--- src/verilog/nn_pkg.sv ---
`default_nettype none
// ~~~~~~~~~~~~~~~~~~~~~~~~~~~~~~~~~~~~~~
// shared widths, lengths and types of the pixel path
// imported by every stage and by the testbench
// ~~~~~~~~~~~~~~~~~~~~~~~~~~~~~~~~~~~~~~

package nn_pkg;

    // stream geometry
    localparam int DATA_WIDTH = 8;      // bits per pixel
    localparam int POOL_LEN   = 7;      // pixels merged into one max
    localparam int UP_LEN     = 7;      // copies per pooled pixel
    localparam int CNT_WIDTH  = 3;      // fits 0..6 for both counters

    typedef logic [DATA_WIDTH-1:0] pixel_t;

    // one stream beat, strobe plus framing pulses
    typedef struct packed {
        logic   valid;                  // beat carries a pixel
        pixel_t pixel;                  // pixel value
        logic   sop;                    // first pixel of a string
        logic   eop;                    // last pixel of a string
        logic   sof;                    // first pixel of a frame
        logic   eof;                    // last pixel of a frame
    } beat_t;

    // up-sampler FSM
    typedef enum logic {
        UP_IDLE   = 1'b0,               // waiting for a pooled beat
        UP_REPEAT = 1'b1                // emitting copies
    } up_state_e;

endpackage

`default_nettype wire

--- src/verilog/max_pool_7.sv ---
`default_nettype none
// ~~~~~~~~~~~~~~~~~~~~~~~~~~~~~~~~~~~~~~
// max pooling over groups of seven valid pixels of a string
// emits one beat per group, a cycle after its seventh pixel
// ~~~~~~~~~~~~~~~~~~~~~~~~~~~~~~~~~~~~~~

module max_pool_7
    import nn_pkg::*;
(
    input  wire logic  clk_i,           // pixel clock
    input  wire logic  arst_n_i,        // async reset, active low
    input  wire beat_t beat_i,          // incoming pixel beat
    output beat_t      beat_o           // pooled beat, one-cycle pulse
);

    logic [CNT_WIDTH-1:0] grp_cnt;      // position inside current group
    pixel_t               max_q;        // running maximum of the group
    logic                 sop_q;        // sop seen earlier in group
    logic                 sof_q;        // sof seen earlier in group

    logic                 grp_first;    // pixel opens a group
    logic                 grp_last;     // pixel closes a group
    pixel_t               max_nxt;      // max including this pixel
    logic                 sop_nxt;      // merged sop including this pixel
    logic                 sof_nxt;      // merged sof including this pixel

    logic                 out_valid;    // result strobe
    pixel_t               out_pixel;    // result maximum
    logic                 out_sop;
    logic                 out_eop;
    logic                 out_sof;
    logic                 out_eof;

    always_comb begin
        grp_first = (grp_cnt == '0);
        grp_last  = (grp_cnt == CNT_WIDTH'(POOL_LEN - 1));
        // first pixel loads, later pixels compare
        if (grp_first || (beat_i.pixel > max_q)) begin
            max_nxt = beat_i.pixel;
        end else begin
            max_nxt = max_q;
        end
        sop_nxt = beat_i.sop | (sop_q & ~grp_first);  // stale flags dropped on group start
        sof_nxt = beat_i.sof | (sof_q & ~grp_first);
    end

    // group counter, start flags and result pulse
    always_ff @(posedge clk_i or negedge arst_n_i) begin
        if (!arst_n_i) begin
            grp_cnt   <= '0;
            sop_q     <= 1'b0;
            sof_q     <= 1'b0;
            out_valid <= 1'b0;
            out_sop   <= 1'b0;
            out_eop   <= 1'b0;
            out_sof   <= 1'b0;
            out_eof   <= 1'b0;
        end else begin
            out_valid <= 1'b0;              // pulse by default
            out_sop   <= 1'b0;
            out_eop   <= 1'b0;
            out_sof   <= 1'b0;
            out_eof   <= 1'b0;
            if (beat_i.valid) begin
                sop_q <= sop_nxt;
                sof_q <= sof_nxt;
                if (grp_last) begin
                    grp_cnt   <= '0;        // next pixel starts fresh group
                    out_valid <= 1'b1;
                    out_sop   <= sop_nxt;
                    out_sof   <= sof_nxt;
                    out_eop   <= beat_i.eop;  // end flags from seventh pixel
                    out_eof   <= beat_i.eof;
                end else begin
                    grp_cnt <= grp_cnt + 1'b1;
                end
            end
        end
    end

    // maximum and result pixel
    always_ff @(posedge clk_i) begin
        if (beat_i.valid) begin
            max_q <= max_nxt;
            if (grp_last) begin
                out_pixel <= max_nxt;
            end
        end
    end

    assign beat_o = '{
        valid: out_valid,
        pixel: out_pixel,
        sop:   out_sop,
        eop:   out_eop,
        sof:   out_sof,
        eof:   out_eof
    };

    // string and frame ends must close a group
    a_end_on_last: assert property (
        @(posedge clk_i) disable iff (!arst_n_i)
        (beat_i.valid && (beat_i.eop || beat_i.eof)) |-> grp_last
    ) else $error("max_pool_7: eop/eof inside a group");

    // a string starts on a group boundary
    a_sop_on_first: assert property (
        @(posedge clk_i) disable iff (!arst_n_i)
        (beat_i.valid && beat_i.sop) |-> grp_first
    ) else $error("max_pool_7: sop inside a group");

endmodule

`default_nettype wire

--- src/verilog/up_sampling_7.sv ---
`default_nettype none
// ~~~~~~~~~~~~~~~~~~~~~~~~~~~~~~~~~~~~~~
// repeats each pooled beat seven times on consecutive cycles
// start flags on copy one, end flags on copy seven
// ~~~~~~~~~~~~~~~~~~~~~~~~~~~~~~~~~~~~~~

module up_sampling_7
    import nn_pkg::*;
(
    input  wire logic  clk_i,           // pixel clock
    input  wire logic  arst_n_i,        // async reset, active low
    input  wire beat_t beat_i,          // pooled beat from max_pool_7
    output beat_t      beat_o           // repeated output beats
);

    up_state_e            state_q;      // FSM state
    logic [CNT_WIDTH-1:0] copy_cnt;     // copy index, 0 is copy one
    pixel_t               hold_pixel;   // latched pooled pixel
    logic                 hold_sop;     // latched framing of pooled beat
    logic                 hold_eop;
    logic                 hold_sof;
    logic                 hold_eof;

    logic                 repeating;    // emitting a copy this cycle
    logic                 copy_first;   // copy one
    logic                 copy_last;    // copy seven
    logic                 load;         // latch a new pooled beat

    always_comb begin
        repeating  = (state_q == UP_REPEAT);
        copy_first = (copy_cnt == '0);
        copy_last  = (copy_cnt == CNT_WIDTH'(UP_LEN - 1));
        // accepted when idle, or back to back on the last copy
        load       = beat_i.valid && (!repeating || copy_last);
    end

    // FSM and copy counter
    always_ff @(posedge clk_i or negedge arst_n_i) begin
        if (!arst_n_i) begin
            state_q  <= UP_IDLE;
            copy_cnt <= '0;
            hold_sop <= 1'b0;
            hold_eop <= 1'b0;
            hold_sof <= 1'b0;
            hold_eof <= 1'b0;
        end else begin
            if (load) begin
                state_q  <= UP_REPEAT;
                copy_cnt <= '0;
                hold_sop <= beat_i.sop;
                hold_eop <= beat_i.eop;
                hold_sof <= beat_i.sof;
                hold_eof <= beat_i.eof;
            end else begin
                case (state_q)
                    UP_IDLE: begin
                        copy_cnt <= '0;
                    end
                    UP_REPEAT: begin
                        if (copy_last) begin
                            state_q  <= UP_IDLE;    // run finished, nothing queued
                            copy_cnt <= '0;
                        end else begin
                            copy_cnt <= copy_cnt + 1'b1;
                        end
                    end
                    default: begin
                        state_q <= UP_IDLE;
                    end
                endcase
            end
        end
    end

    // payload, only meaningful while repeating
    always_ff @(posedge clk_i) begin
        if (load) begin
            hold_pixel <= beat_i.pixel;
        end
    end

    // output copies straight from the held beat
    assign beat_o = '{
        valid: repeating,
        pixel: hold_pixel,
        sop:   repeating & copy_first & hold_sop,
        eop:   repeating & copy_last  & hold_eop,
        sof:   repeating & copy_first & hold_sof,
        eof:   repeating & copy_last  & hold_eof
    };

    // pooling spacing keeps new beats off the middle of a run
    a_no_overlap: assert property (
        @(posedge clk_i) disable iff (!arst_n_i)
        (beat_i.valid && repeating) |-> copy_last
    ) else $error("up_sampling_7: pooled beat arrived during a repeat");

endmodule

`default_nettype wire

--- src/verilog/nn.sv ---
`default_nettype none
// ~~~~~~~~~~~~~~~~~~~~~~~~~~~~~~~~~~~~~~
// pixel path top, max pooling followed by up-sampling
// ~~~~~~~~~~~~~~~~~~~~~~~~~~~~~~~~~~~~~~

module nn
    import nn_pkg::*;
(
    input  wire logic   clk_i,          // single clock for all stages
    input  wire logic   arst_n_i,       // async reset, active low

    input  wire pixel_t data_i,         // input pixel
    input  wire logic   data_valid_i,   // input strobe
    input  wire logic   sop_i,          // string start
    input  wire logic   eop_i,          // string end
    input  wire logic   sof_i,          // frame start
    input  wire logic   eof_i,          // frame end

    output pixel_t      data_o,         // output pixel
    output logic        data_valid_o,   // output strobe
    output logic        sop_o,
    output logic        eop_o,
    output logic        sof_o,
    output logic        eof_o
);

    beat_t beat_in;                     // packed input beat
    beat_t pooled;                      // max_pool_7 -> up_sampling_7
    beat_t beat_out;                    // up-sampler result

    assign beat_in = '{
        valid: data_valid_i,
        pixel: data_i,
        sop:   sop_i,
        eop:   eop_i,
        sof:   sof_i,
        eof:   eof_i
    };

    max_pool_7 max_pool_7_inst (
        .clk_i    ( clk_i    ),
        .arst_n_i ( arst_n_i ),
        .beat_i   ( beat_in  ),
        .beat_o   ( pooled   )
    );

    up_sampling_7 up_sampling_7_inst (
        .clk_i    ( clk_i    ),
        .arst_n_i ( arst_n_i ),
        .beat_i   ( pooled   ),
        .beat_o   ( beat_out )
    );

    assign data_o       = beat_out.pixel;
    assign data_valid_o = beat_out.valid;
    assign sop_o        = beat_out.sop;
    assign eop_o        = beat_out.eop;
    assign sof_o        = beat_out.sof;
    assign eof_o        = beat_out.eof;

endmodule

`default_nettype wire

--- config.mk ---
export PLATFORM = sky130hd
export DESIGN_NAME = nn
export DESIGN_NICKNAME = d
export VERILOG_FILES = /design/src/verilog/nn_pkg.sv /design/src/verilog/max_pool_7.sv /design/src/verilog/up_sampling_7.sv /design/src/verilog/nn.sv
export SDC_FILE = /design/constraint.sdc
export NUM_CORES = 1
export LEC_CHECK = 0
export BUFFER_PORTS_ARGS = -buffer_cell sky130_fd_sc_hd__buf_2
export CAP_MARGIN = 30
export CORE_MARGIN = 2
export CORE_UTILIZATION = 55
export DETAILED_ROUTE_END_ITERATION = 6
export PLACE_DENSITY = 0.78
export RECOVER_POWER = 25
export SYNTH_ARGS = -nofsm -noshare
export SYNTH_HDL_FRONTEND = slang
export SYNTH_SLANG_ARGS = --single-unit
--- constraint.sdc ---
create_clock -name clk_i -period 2.5 [get_ports clk_i]
set_clock_uncertainty 0.05 [all_clocks]
set_input_delay 0.375 -clock clk_i [delete_from_list [all_inputs] [get_ports clk_i]]
set_output_delay 0.375 -clock clk_i [all_outputs]
set_load 0.1 [all_outputs]
==> summary.md, run 1 <==
| Metric | Value |
|---|---|
| I/O pin count | 28 |
| CP top delay family | simple AND/OR/NAND/NOR gates |
| Most frequent cells in the layout | buf_2, edfxtp_1, dfrtp_1 |
| GRT Util Overall | 0.180 |
| Post-layout nets | 185 |
| Worst path cell trace | inv_1 -> ha_1 -> and3_1 -> a221oi_1 -> nor2_1 -> nor3_4 -> buf_4 -> mux2_2 |
| Crit end category | flop |
| Post-Route WL | 2.88 mm |
| Overall Power | 2.08 mW |
| CTS Buf Count | 5 |
| Setup TNS | 0 ns |
| Fin worst setup slack | 0.156 ns |
| Avg Cell Area, Syn | 13.9 um^2 |
| Fmax | 427 MHz |
| Hold Worst Slack | 0.200 ns |
| Sequential power share | 0.480 |
| Layout cell share with drive strength beyond 1 | 0.294 |
| Worst IR drop on VDD | 0.627 mV |
| Sw frac | 0.296 |
| CTS root buf | clkbuf_4 |
| First-pass GRT wire length | 4.75 mm |
| DR vias/cell | 5.21 |
| Via count | 1,078 |
| Synthesized area | 1770 um^2 |
| Post-Place Setup Slack | 0.0748 ns |
| Vias in the first global route | 1,066 |
| Post-synthesis net count | 150 |
| Clk pwr share | 0.259 |
| Final period util | 0.938 |
| Hold/Removal Path Class | input pin to flop |
| Yosys reg bits | 42 |
| Startpoint type of the worst setup path | flop |
| Mapped Cells | 127 |
| Unrepaired setup endpoints after global routing | false |
| Seq/Total Area, Yosys | 0.663 |
| Switching pwr | 0.616 mW |
| Grt total ovfl | 0 |
| Die footprint | 3680 um^2 |
| Worst-Margin Slew | 0.937 ns |
| Final Hold Viols | 0 |
| Internal power | 1.46 mW |
| Core Box Area | 3050 um^2 |
| Port bufs | 27 |
| Worst Path Buf+Inv | 2 |
| Final cell count without fillers | 207 |
| Max stage delay on crit path | 0.41 ns |
| Routed Antenna Nets | 0 |
| Cells after DPL | 198 |
| CTS HTree Levels | 2 |
| Critical Path AT | 2.38 ns |
| Final min period | 2.34 ns |
| Fin. max-slew vios | 0 |
| P&R area growth vs syn | 17.9% |
| Status | complete, no violations |
| # diodes | 0 |
| Power Density | 998 nW/um^2 |
| Average wire per standard cell | 13.9 um |
| DRT iter0 DRCs | 36 |
| Initial antenna violation count | 0 |
| First drt pass iteration count | 4 |
| LEAKAGE | 0.937 nW |
| Comb power frac | 0.262 |
| Pin count of the biggest net entering global routing | 19 |
| Setup violators final | 0 |
| Chip height | 60.7 um |
| CP max FO | 6 |
| CTS tree | done |
| Leading cell type in the layout, fill and taps excluded | buf_2 |
| Max-cap violations | 0 |
| WP data required | 2.53 ns |
| Clk buf depth | 2 |
| Synth warnings | 0 |
| Worst path slowest cell | edfxtp_1 |
| Register clock-pin slew on the reported worst setup and hold paths | 0.12 ns |
| Row count | 20 |
| Skew-Pair Late Insertion Delay | 0.32 ns |
| Critical path type | flop to flop |
| CTS Sinks | 42 |
| HPWL after detailed placement | 2.07 mm |
| Chip Width | 60.7 um |
| DRC errors left | 0 |
| Initial core utilization | 0.579 |
| Synth cell types | 26 |
| Max-slew headroom | 0.376 |
| GP Congestion | 0.720 |
==> synthesized netlist by cell type <==
library cell,number,area share
a211oi_1,1,0.0043
a21o_1,2,0.0085
a21oi_1,5,0.014
a221oi_1,1,0.0050
a22o_1,2,0.0099
and2_1,6,0.021
and3_1,3,0.011
clkbuf_1,2,0.0043
dfrtp_1,18,0.25
edfxtp_1,24,0.41
ha_1,8,0.057
inv_1,10,0.021
mux2_2,12,0.076
mux2i_1,2,0.011
nand2_1,7,0.015
nand2b_1,2,0.0071
nand3_1,2,0.0057
nand4_1,2,0.0071
nand4b_1,1,0.0050
nor2_1,6,0.013
nor2b_1,2,0.0071
nor3_1,2,0.0057
nor3_4,1,0.0092
o211ai_1,1,0.0043
o21ai_0,4,0.011
or3_1,1,0.0035
==> timing repair <==
action	4_1_cts	5_1_grt
endpoints found under the setup margin	0	0
hold endpoints to repair	18	0
buffers inserted	0	0
gates resized for setup	0	0
hold buffers	1	0
==> flip-flops by register name (all words and copies together) (netlist names), 3 cells and up <==
name                           cells
max_pool_7_inst.grp_cnt            3
max_pool_7_inst.max_q              8
max_pool_7_inst.out_pixel          8
up_sampling_7_inst.copy_cnt        3
up_sampling_7_inst.hold_pixel      8
==> power groups by stage <==
stage / Clock [mW] / Combinational [mW] / Sequential [mW]
final: 0.538 / 0.544 / 0.997
after global routing: 0.580 / 0.595 / 1.02
after CTS: 0.552 / 0.547 / 0.998
after detailed placement: 0 / 0.541 / 1.01
after global placement: 0 / 0.515 / 0.997
after floorplan: 0 / 0.328 / 1.07
==> logic make-up (layout without fill, tap and decap cells) <==
logic type               count (synthesis)  in the layout  synth area share
AO/OA/AOI/OAI                           16             16            0.0574
adder cells (fa/ha/maj)                  8              8            0.0567
buffers and inverters                   12             48            0.0255
flip-flops                              42             42             0.663
multiplexers                            14             14            0.0878
AND/OR/NAND/NOR                         35             35             0.110
==> metal layers <==
| layer | share of wire | vias up | GRT usage |
|---|---|---|---|
| met3 | 0.047 | 2 | 0.0512 |
| met2 | 0.51 | 27 | 0.304 |
| li1 | - | 530 | - |
| met5 | 0 | - | 0 |
| met4 | 0.0066 | 0 | 0.0559 |
| met1 | 0.43 | 519 | 0.227 |
==> final timing paths <==
kind                                                              from                                         end  slack, ns  cells past startpoint
worst max-delay path                max_pool_7_inst.max_q[7]$_DFFE_PP_      max_pool_7_inst.out_pixel[6]$_DFFE_PP_       0.16                      8
worst min-delay path                                             eof_i           max_pool_7_inst.out_eof$_DFF_PN0_       0.20                      2
worst max register to register      max_pool_7_inst.max_q[7]$_DFFE_PP_      max_pool_7_inst.out_pixel[6]$_DFFE_PP_       0.16                      8
worst min register to register  max_pool_7_inst.out_pixel[0]$_DFFE_PP_  up_sampling_7_inst.hold_pixel[0]$_DFFE_PP_       0.38                      0
max in group asynchronous                                     arst_n_i      max_pool_7_inst.grp_cnt[1]$_DFFE_PN0P_       1.17                      2
min in group asynchronous                                     arst_n_i         max_pool_7_inst.out_valid$_DFF_PN0_       0.65                      2
==> final cells by class <==
type | instances | area [um^2]
fillers | 240 | 970
inverters | 10 | 37.5
clock inverters | 2 | 60.1
flip-flops and latches | 42 | 1170
clock buffers | 6 | 51.3
multi-input cells | 73 | 551
well taps | 44 | 55.1
repair buffers | 30 | 158
==> metrics by stage <==
stage / utilization / cell area [um^2]
6_report: 0.682 / 2080
5_1_grt: 0.682 / 2080
4_1_cts: 0.683 / 2090
3_5_place_dp: 0.643 / 1960
3_3_place_gp: 0.643 / 1960
2_1_floorplan: - / 1770
Power figures use the tool's default switching activity.
==> run 2: changes to the inputs <==
CTS_BUF_LIST = sky130_fd_sc_hd__clkbuf_16   (was not set)
==> run 2 against run 1 <==
Compared with the run above:
- die area did not move
- largest cell class unchanged
- hold slack better by 0.050 ns
- sequential power barely moved
- critical path depth stayed put
- final area is 4.0% higher
- worst setup slack got worse by 0.062 ns
- sequential share of layout area fell by 2.2 points
- core utilization is 2.7 points higher
- count of clock-buffer cells in the layout down 1
- non-clock buffer count unchanged
- flip-flop and latch count is the same
==> summary.md, run 2 (same netlist as run 1, synthesis figures left out) <==
| Metric | Value |
|---|---|
| Most frequent cells in the layout | buf_2, edfxtp_1, dfrtp_1 |
| Critical Path AT | 2.38 ns |
| Core Box Area | 3050 um^2 |
| Final min period | 2.41 ns |
| Status | complete, no violations |
| Average wire per standard cell | 15.1 um |
| Power Density | 1090 nW/um^2 |
| Max-slew headroom | 0.368 |
| CTS Buf Count | 5 |
| Number of fill cells in the layout | 229 |
| Row count | 20 |
| DRC errors left | 0 |
| Overall Power | 2.37 mW |
| FF-to-FF End | max_pool_7_inst.max_q[6]$_DFFE_PP_ |
| WP data required | 2.48 ns |
| Launch point of the worst path | max_pool_7_inst.max_q[7]$_DFFE_PP_ |
| Post-Place Setup Slack | 0.0748 ns |
| Vias in the first global route | 1,092 |
| Die footprint | 3680 um^2 |
| Routed Antenna Nets | 0 |
| FF-to-FF Start | max_pool_7_inst.max_q[7]$_DFFE_PP_ |
| Pin count of the biggest net entering global routing | 19 |
| Setup TNS | 0 ns |
| First-pass GRT wire length | 5.02 mm |
| Chip Width | 60.7 um |
| Final Hold Viols | 0 |
| Final period util | 0.963 |
| Leading cell type in the layout, fill and taps excluded | buf_2 |
| First drt pass iteration count | 4 |
| Setup violators final | 0 |
| I/O pin count | 28 |
| Chip height | 60.7 um |
| HPWL after detailed placement | 2.07 mm |
| Worst path slowest cell | edfxtp_1 |
| Post-layout nets | 185 |
| Crit end category | flop |
| LEAKAGE | 0.972 nW |
| Hold Worst Slack | 0.249 ns |
| CTS Sinks | 42 |
| Worst Setup EP | max_pool_7_inst.max_q[6]$_DFFE_PP_ |
| Length in cells of the worst reg-to-reg path | 8 |
| Initial antenna violation count | 0 |
| Fin worst setup slack | 0.0934 ns |
| Initial core utilization | 0.579 |
| Max-cap violations | 0 |
| Startpoint type of the worst setup path | flop |
| CTS root buf | clkbuf_16 |
| Register clock-pin slew on the reported worst setup and hold paths | 0.06 ns |
| DRT iter0 DRCs | 30 |
| Layout cell share with drive strength beyond 1 | 0.294 |
| # diodes | 0 |
| CTS HTree Levels | 2 |
| Port bufs | 27 |
| Fin. max-slew vios | 0 |
| P&R area growth vs syn | 22.7% |
| Hold/Removal Path Class | input pin to flop |
| CTS tree | done |
| Fmax | 416 MHz |
| Worst-Margin Slew | 0.948 ns |
| R2R Setup Slk | 0.09 ns |
| Largest regs | max_pool_7_inst.max_q: 8 flops, max_pool_7_inst.out_pixel: 8 flops, up_sampling_7_inst.hold_pixel: 8 flops |
| Worst path cell trace | inv_1 -> ha_1 -> and3_1 -> a221oi_2 -> nor2_1 -> nor3_4 -> buf_4 -> mux2_2 |
| GP Congestion | 0.720 |
| GRT Util Overall | 0.196 |
| Grt total ovfl | 0 |
| Post-Route WL | 3.13 mm |
| Skew-Pair Late Insertion Delay | 0.28 ns |
| Clk buf depth | 2 |
| CP max FO | 6 |
| Via count | 1,101 |
| Critical path type | flop to flop |
| Max stage delay on crit path | 0.40 ns |
| Worst IR drop on VDD | 0.634 mV |
| DR vias/cell | 5.32 |
==> run 2: cell types whose count changed in the layout (fill, tap and decap cells not counted), sizes merged <==
cell | previous run | this run
clkbuf | 8 | 7
clkinv | 0 | 1
==> run 2: power by group <==
part	switching [mW]	total, mW	internal (mW)
Sequential	0.109	1.00	0.892
Clock	0.247	0.815	0.568
Combinational	0.319	0.557	0.238
Total	0.674	2.37	1.70
==> run 2: stage by stage <==
stage               std cells   util  cell area [um^2]
finish                    207  0.710              2170
global route              207  0.710              2170
CTS                       207  0.709              2160
detailed placement        198  0.643              1960
global placement          198  0.643              1960
floorplan                 127      -              1770
==> run 2: final cells by class <==
cell class | instances | area, um^2 | area share
multi-input cells | 73 | 557 | 0.257
inverters | 10 | 37.5 | 0.0173
well taps | 44 | 55.1 | 0.0254
clock inverters | 3 | 63.8 | 0.0294
flip-flops and latches | 42 | 1170 | 0.540
repair buffers | 30 | 158 | 0.0727
clock buffers | 5 | 125 | 0.0577
==> run 2: worst min path at each step <==
stage / startpoint / endpoint / slack (ns) / cells after the start
after floorplan: arst_n_i / max_pool_7_inst.grp_cnt[0]$_DFFE_PN0P_ / 0.03 / 0
after global placement: arst_n_i / up_sampling_7_inst.hold_eof$_DFFE_PN0P_ / 0.26 / 1
after detailed placement: arst_n_i / up_sampling_7_inst.hold_eof$_DFFE_PN0P_ / 0.27 / 1
after CTS: eof_i / max_pool_7_inst.out_eof$_DFF_PN0_ / 0.24 / 2
after global routing: eof_i / max_pool_7_inst.out_eof$_DFF_PN0_ / 0.27 / 2
final: eof_i / max_pool_7_inst.out_eof$_DFF_PN0_ / 0.25 / 2
==> run 2: what timing repair did <==
item	CTS	global route
setup buffers	0	0
resized for setup	0	1
endpoints found under the hold margin	18	0
hold buffers	1	0
endpoints found under the setup margin	0	10
==> run 2: metal layers <==
| metal | global-route usage | routed length [um] | vias up |
|---|---|---|---|
| met1 | 0.242 | 1270 | 531 |
| met2 | 0.307 | 1580 | 41 |
| met4 | 0.0839 | 60 | 0 |
| met3 | 0.0768 | 213 | 6 |
| met5 | 0 | 0 | - |
| li1 | - | - | 523 |
==> run 2: critical path: cells and delay by family (launching register included) <==
kind                     cells  cell delay, ns
buffers and inverters        2            0.27
flip-flops                   1            0.40
AO/OA/AOI/OAI                1            0.27
adder cells (fa/ha/maj)      1            0.28
multiplexers                 1            0.36
AND/OR/NAND/NOR              3            0.52
==> run 3: changes to the inputs <==
MAX_ROUTING_LAYER = met4   (was not set)
RECOVER_POWER = not set   (was 25)
==> run 3 against run 2 <==
Compared with the run above:
- die area stayed put
- routed wire length decreased by 0.45%
- count of clock-buffer cells in the layout did not move
- register-to-register slack about the same
- flip-flop and latch count is the same
- sequential power about the same
- first-iteration DRC count rose by 43%
- global-route usage grew 0.69 points
- via count decreased by 1.5%
- non-clock buffer count unchanged
- critical endpoint unchanged
- largest cell class unchanged
==> summary.md, run 3 (same netlist as run 1, synthesis figures left out) <==
| Metric | Value |
|---|---|
| Status | complete, no violations |
| DR vias/cell | 5.24 |
| Chip Width | 60.7 um |
| # diodes | 0 |
| Initial core utilization | 0.579 |
| R2R Setup Slk | 0.1 ns |
| Max-slew headroom | 0.619 |
| Hold/Removal Path Class | input pin to flop |
| Setup violators final | 0 |
| Met3 Track Usage GR | 0.0725 |
| Skew-Pair Late Insertion Delay | 0.28 ns |
| Setup TNS | 0 ns |
| Max-cap violations | 0 |
| GRT Util Overall | 0.202 |
| Average wire per standard cell | 15.0 um |
| Post-Route WL | 3.11 mm |
| Startpoint type of the worst setup path | flop |
| Critical Path AT | 2.38 ns |
| Global route hottest layer | met2 |
| P&R area growth vs syn | 22.8% |
| Fmax | 417 MHz |
| First drt pass iteration count | 4 |
| Hold Worst Slack | 0.250 ns |
| Final Hold Viols | 0 |
| Worst IR drop on VDD | 0.632 mV |
| CTS HTree Levels | 2 |
| LEAKAGE | 0.978 nW |
| Most frequent cells in the layout | buf_2, edfxtp_1, dfrtp_1 |
| Final min period | 2.40 ns |
| Initial antenna violation count | 0 |
| First-pass GRT wire length | 5.02 mm |
| Vias in the first global route | 1,095 |
| Post-CTS repair timing setup buffer count | 0 |
| Core Box Area | 3050 um^2 |
| Register clock-pin slew on the reported worst setup and hold paths | 0.06 ns |
| Power Density | 1090 nW/um^2 |
| CP max FO | 6 |
| Via count | 1,084 |
| HPWL after detailed placement | 2.07 mm |
| CTS Sinks | 42 |
| CTS root buf | clkbuf_16 |
| Critical path type | flop to flop |
| Grt total ovfl | 0 |
| Chip height | 60.7 um |
| Post-Place Setup Slack | 0.0748 ns |
| Crit end category | flop |
| Number of fill cells in the layout | 230 |
| CTS tree | done |
| Die footprint | 3680 um^2 |
| Pin count of the biggest net entering global routing | 19 |
| Met1 usage | 0.248 |
| Post-layout nets | 185 |
| Largest regs | max_pool_7_inst.max_q: 8 flops, max_pool_7_inst.out_pixel: 8 flops, up_sampling_7_inst.hold_pixel: 8 flops |
| WP data required | 2.48 ns |
| Row count | 20 |
| GP Congestion | 0.729 |
| Leading cell type in the layout, fill and taps excluded | buf_2 |
| CTS Buf Count | 5 |
| Fin worst setup slack | 0.0991 ns |
| Fin. max-slew vios | 0 |
| Final period util | 0.960 |
| M2 GR Usage | 0.306 |
| DRT iter0 DRCs | 43 |
| I/O pin count | 28 |
| Routed Antenna Nets | 0 |
| Worst-Margin Slew | 0.571 ns |
| Clk buf depth | 2 |
| Layout cell share with drive strength beyond 1 | 0.307 |
| Port bufs | 27 |
| DRC errors left | 0 |
run 3: changes by cell type in the layout (fill, tap and decap cells not counted):
cell	change
buf_2	+2
clkbuf_1	-2
and2_0	-1
and2_1	+1
run 3: through the flow:
step                instances  cell area (um^2)  total power [mW]  utilization
detailed placement        198              1960              1.55        0.643
global placement          198              1960              1.51        0.643
global route              207              2170              2.49        0.711
CTS                       207              2160              2.38        0.709
floorplan                 127              1770              1.40            -
finish                    207              2170              2.37        0.711
run 3: final cells by class:
type / count / area [um^2] / area share
Clock buffer: 5 / 125 / 0.0577
Clock inverter: 3 / 63.8 / 0.0294
Inverter: 10 / 37.5 / 0.0173
Multi-Input combinational cell: 73 / 557 / 0.257
Sequential cell: 42 / 1170 / 0.540
Tap cell: 44 / 55.1 / 0.0254
Timing Repair Buffer: 30 / 160 / 0.0738
run 3: where the power goes:
part / internal [mW] / switching [mW] / leakage, nW
Clock: 0.568 / 0.248 / 0.0915
Combinational: 0.239 / 0.318 / 0.430
Sequential: 0.892 / 0.107 / 0.457
run 3: metal layers:
| layer | share of wire | vias to the layer above |
|---|---|---|
| li1 | - | 524 |
| met1 | 0.42 | 526 |
| met2 | 0.50 | 28 |
| met3 | 0.053 | 6 |
| met4 | 0.019 | 0 |
| met5 | 0 | - |
run 3: path summary, 6_finish.rpt:
check	from	to	cells past startpoint
worst max-delay path	max_pool_7_inst.max_q[7]$_DFFE_PP_	max_pool_7_inst.max_q[6]$_DFFE_PP_	8
worst min-delay path	eof_i	max_pool_7_inst.out_eof$_DFF_PN0_	2
worst max register to register	max_pool_7_inst.max_q[7]$_DFFE_PP_	max_pool_7_inst.max_q[6]$_DFFE_PP_	8
worst min register to register	max_pool_7_inst.out_pixel[2]$_DFFE_PP_	up_sampling_7_inst.hold_pixel[2]$_DFFE_PP_	0
max in group asynchronous	arst_n_i	max_pool_7_inst.out_sof$_DFF_PN0_	2
min in group asynchronous	arst_n_i	max_pool_7_inst.out_valid$_DFF_PN0_	2
run 3: critical path: stages, from the launching register on:
cell and delay [ns]:
edfxtp_1 0.40, inv_1 0.09, ha_1 0.27, and3_1 0.23, a221oi_2 0.27, nor2_1 0.11
nor3_4 0.17, buf_4 0.18, mux2_2 0.36
run 3: repair_timing:
item / CTS / global route
gates resized for setup: 0 / 1
hold buffers: 1 / 0
endpoints found under the setup margin: 0 / 12
hold endpoints to repair: 18 / 0
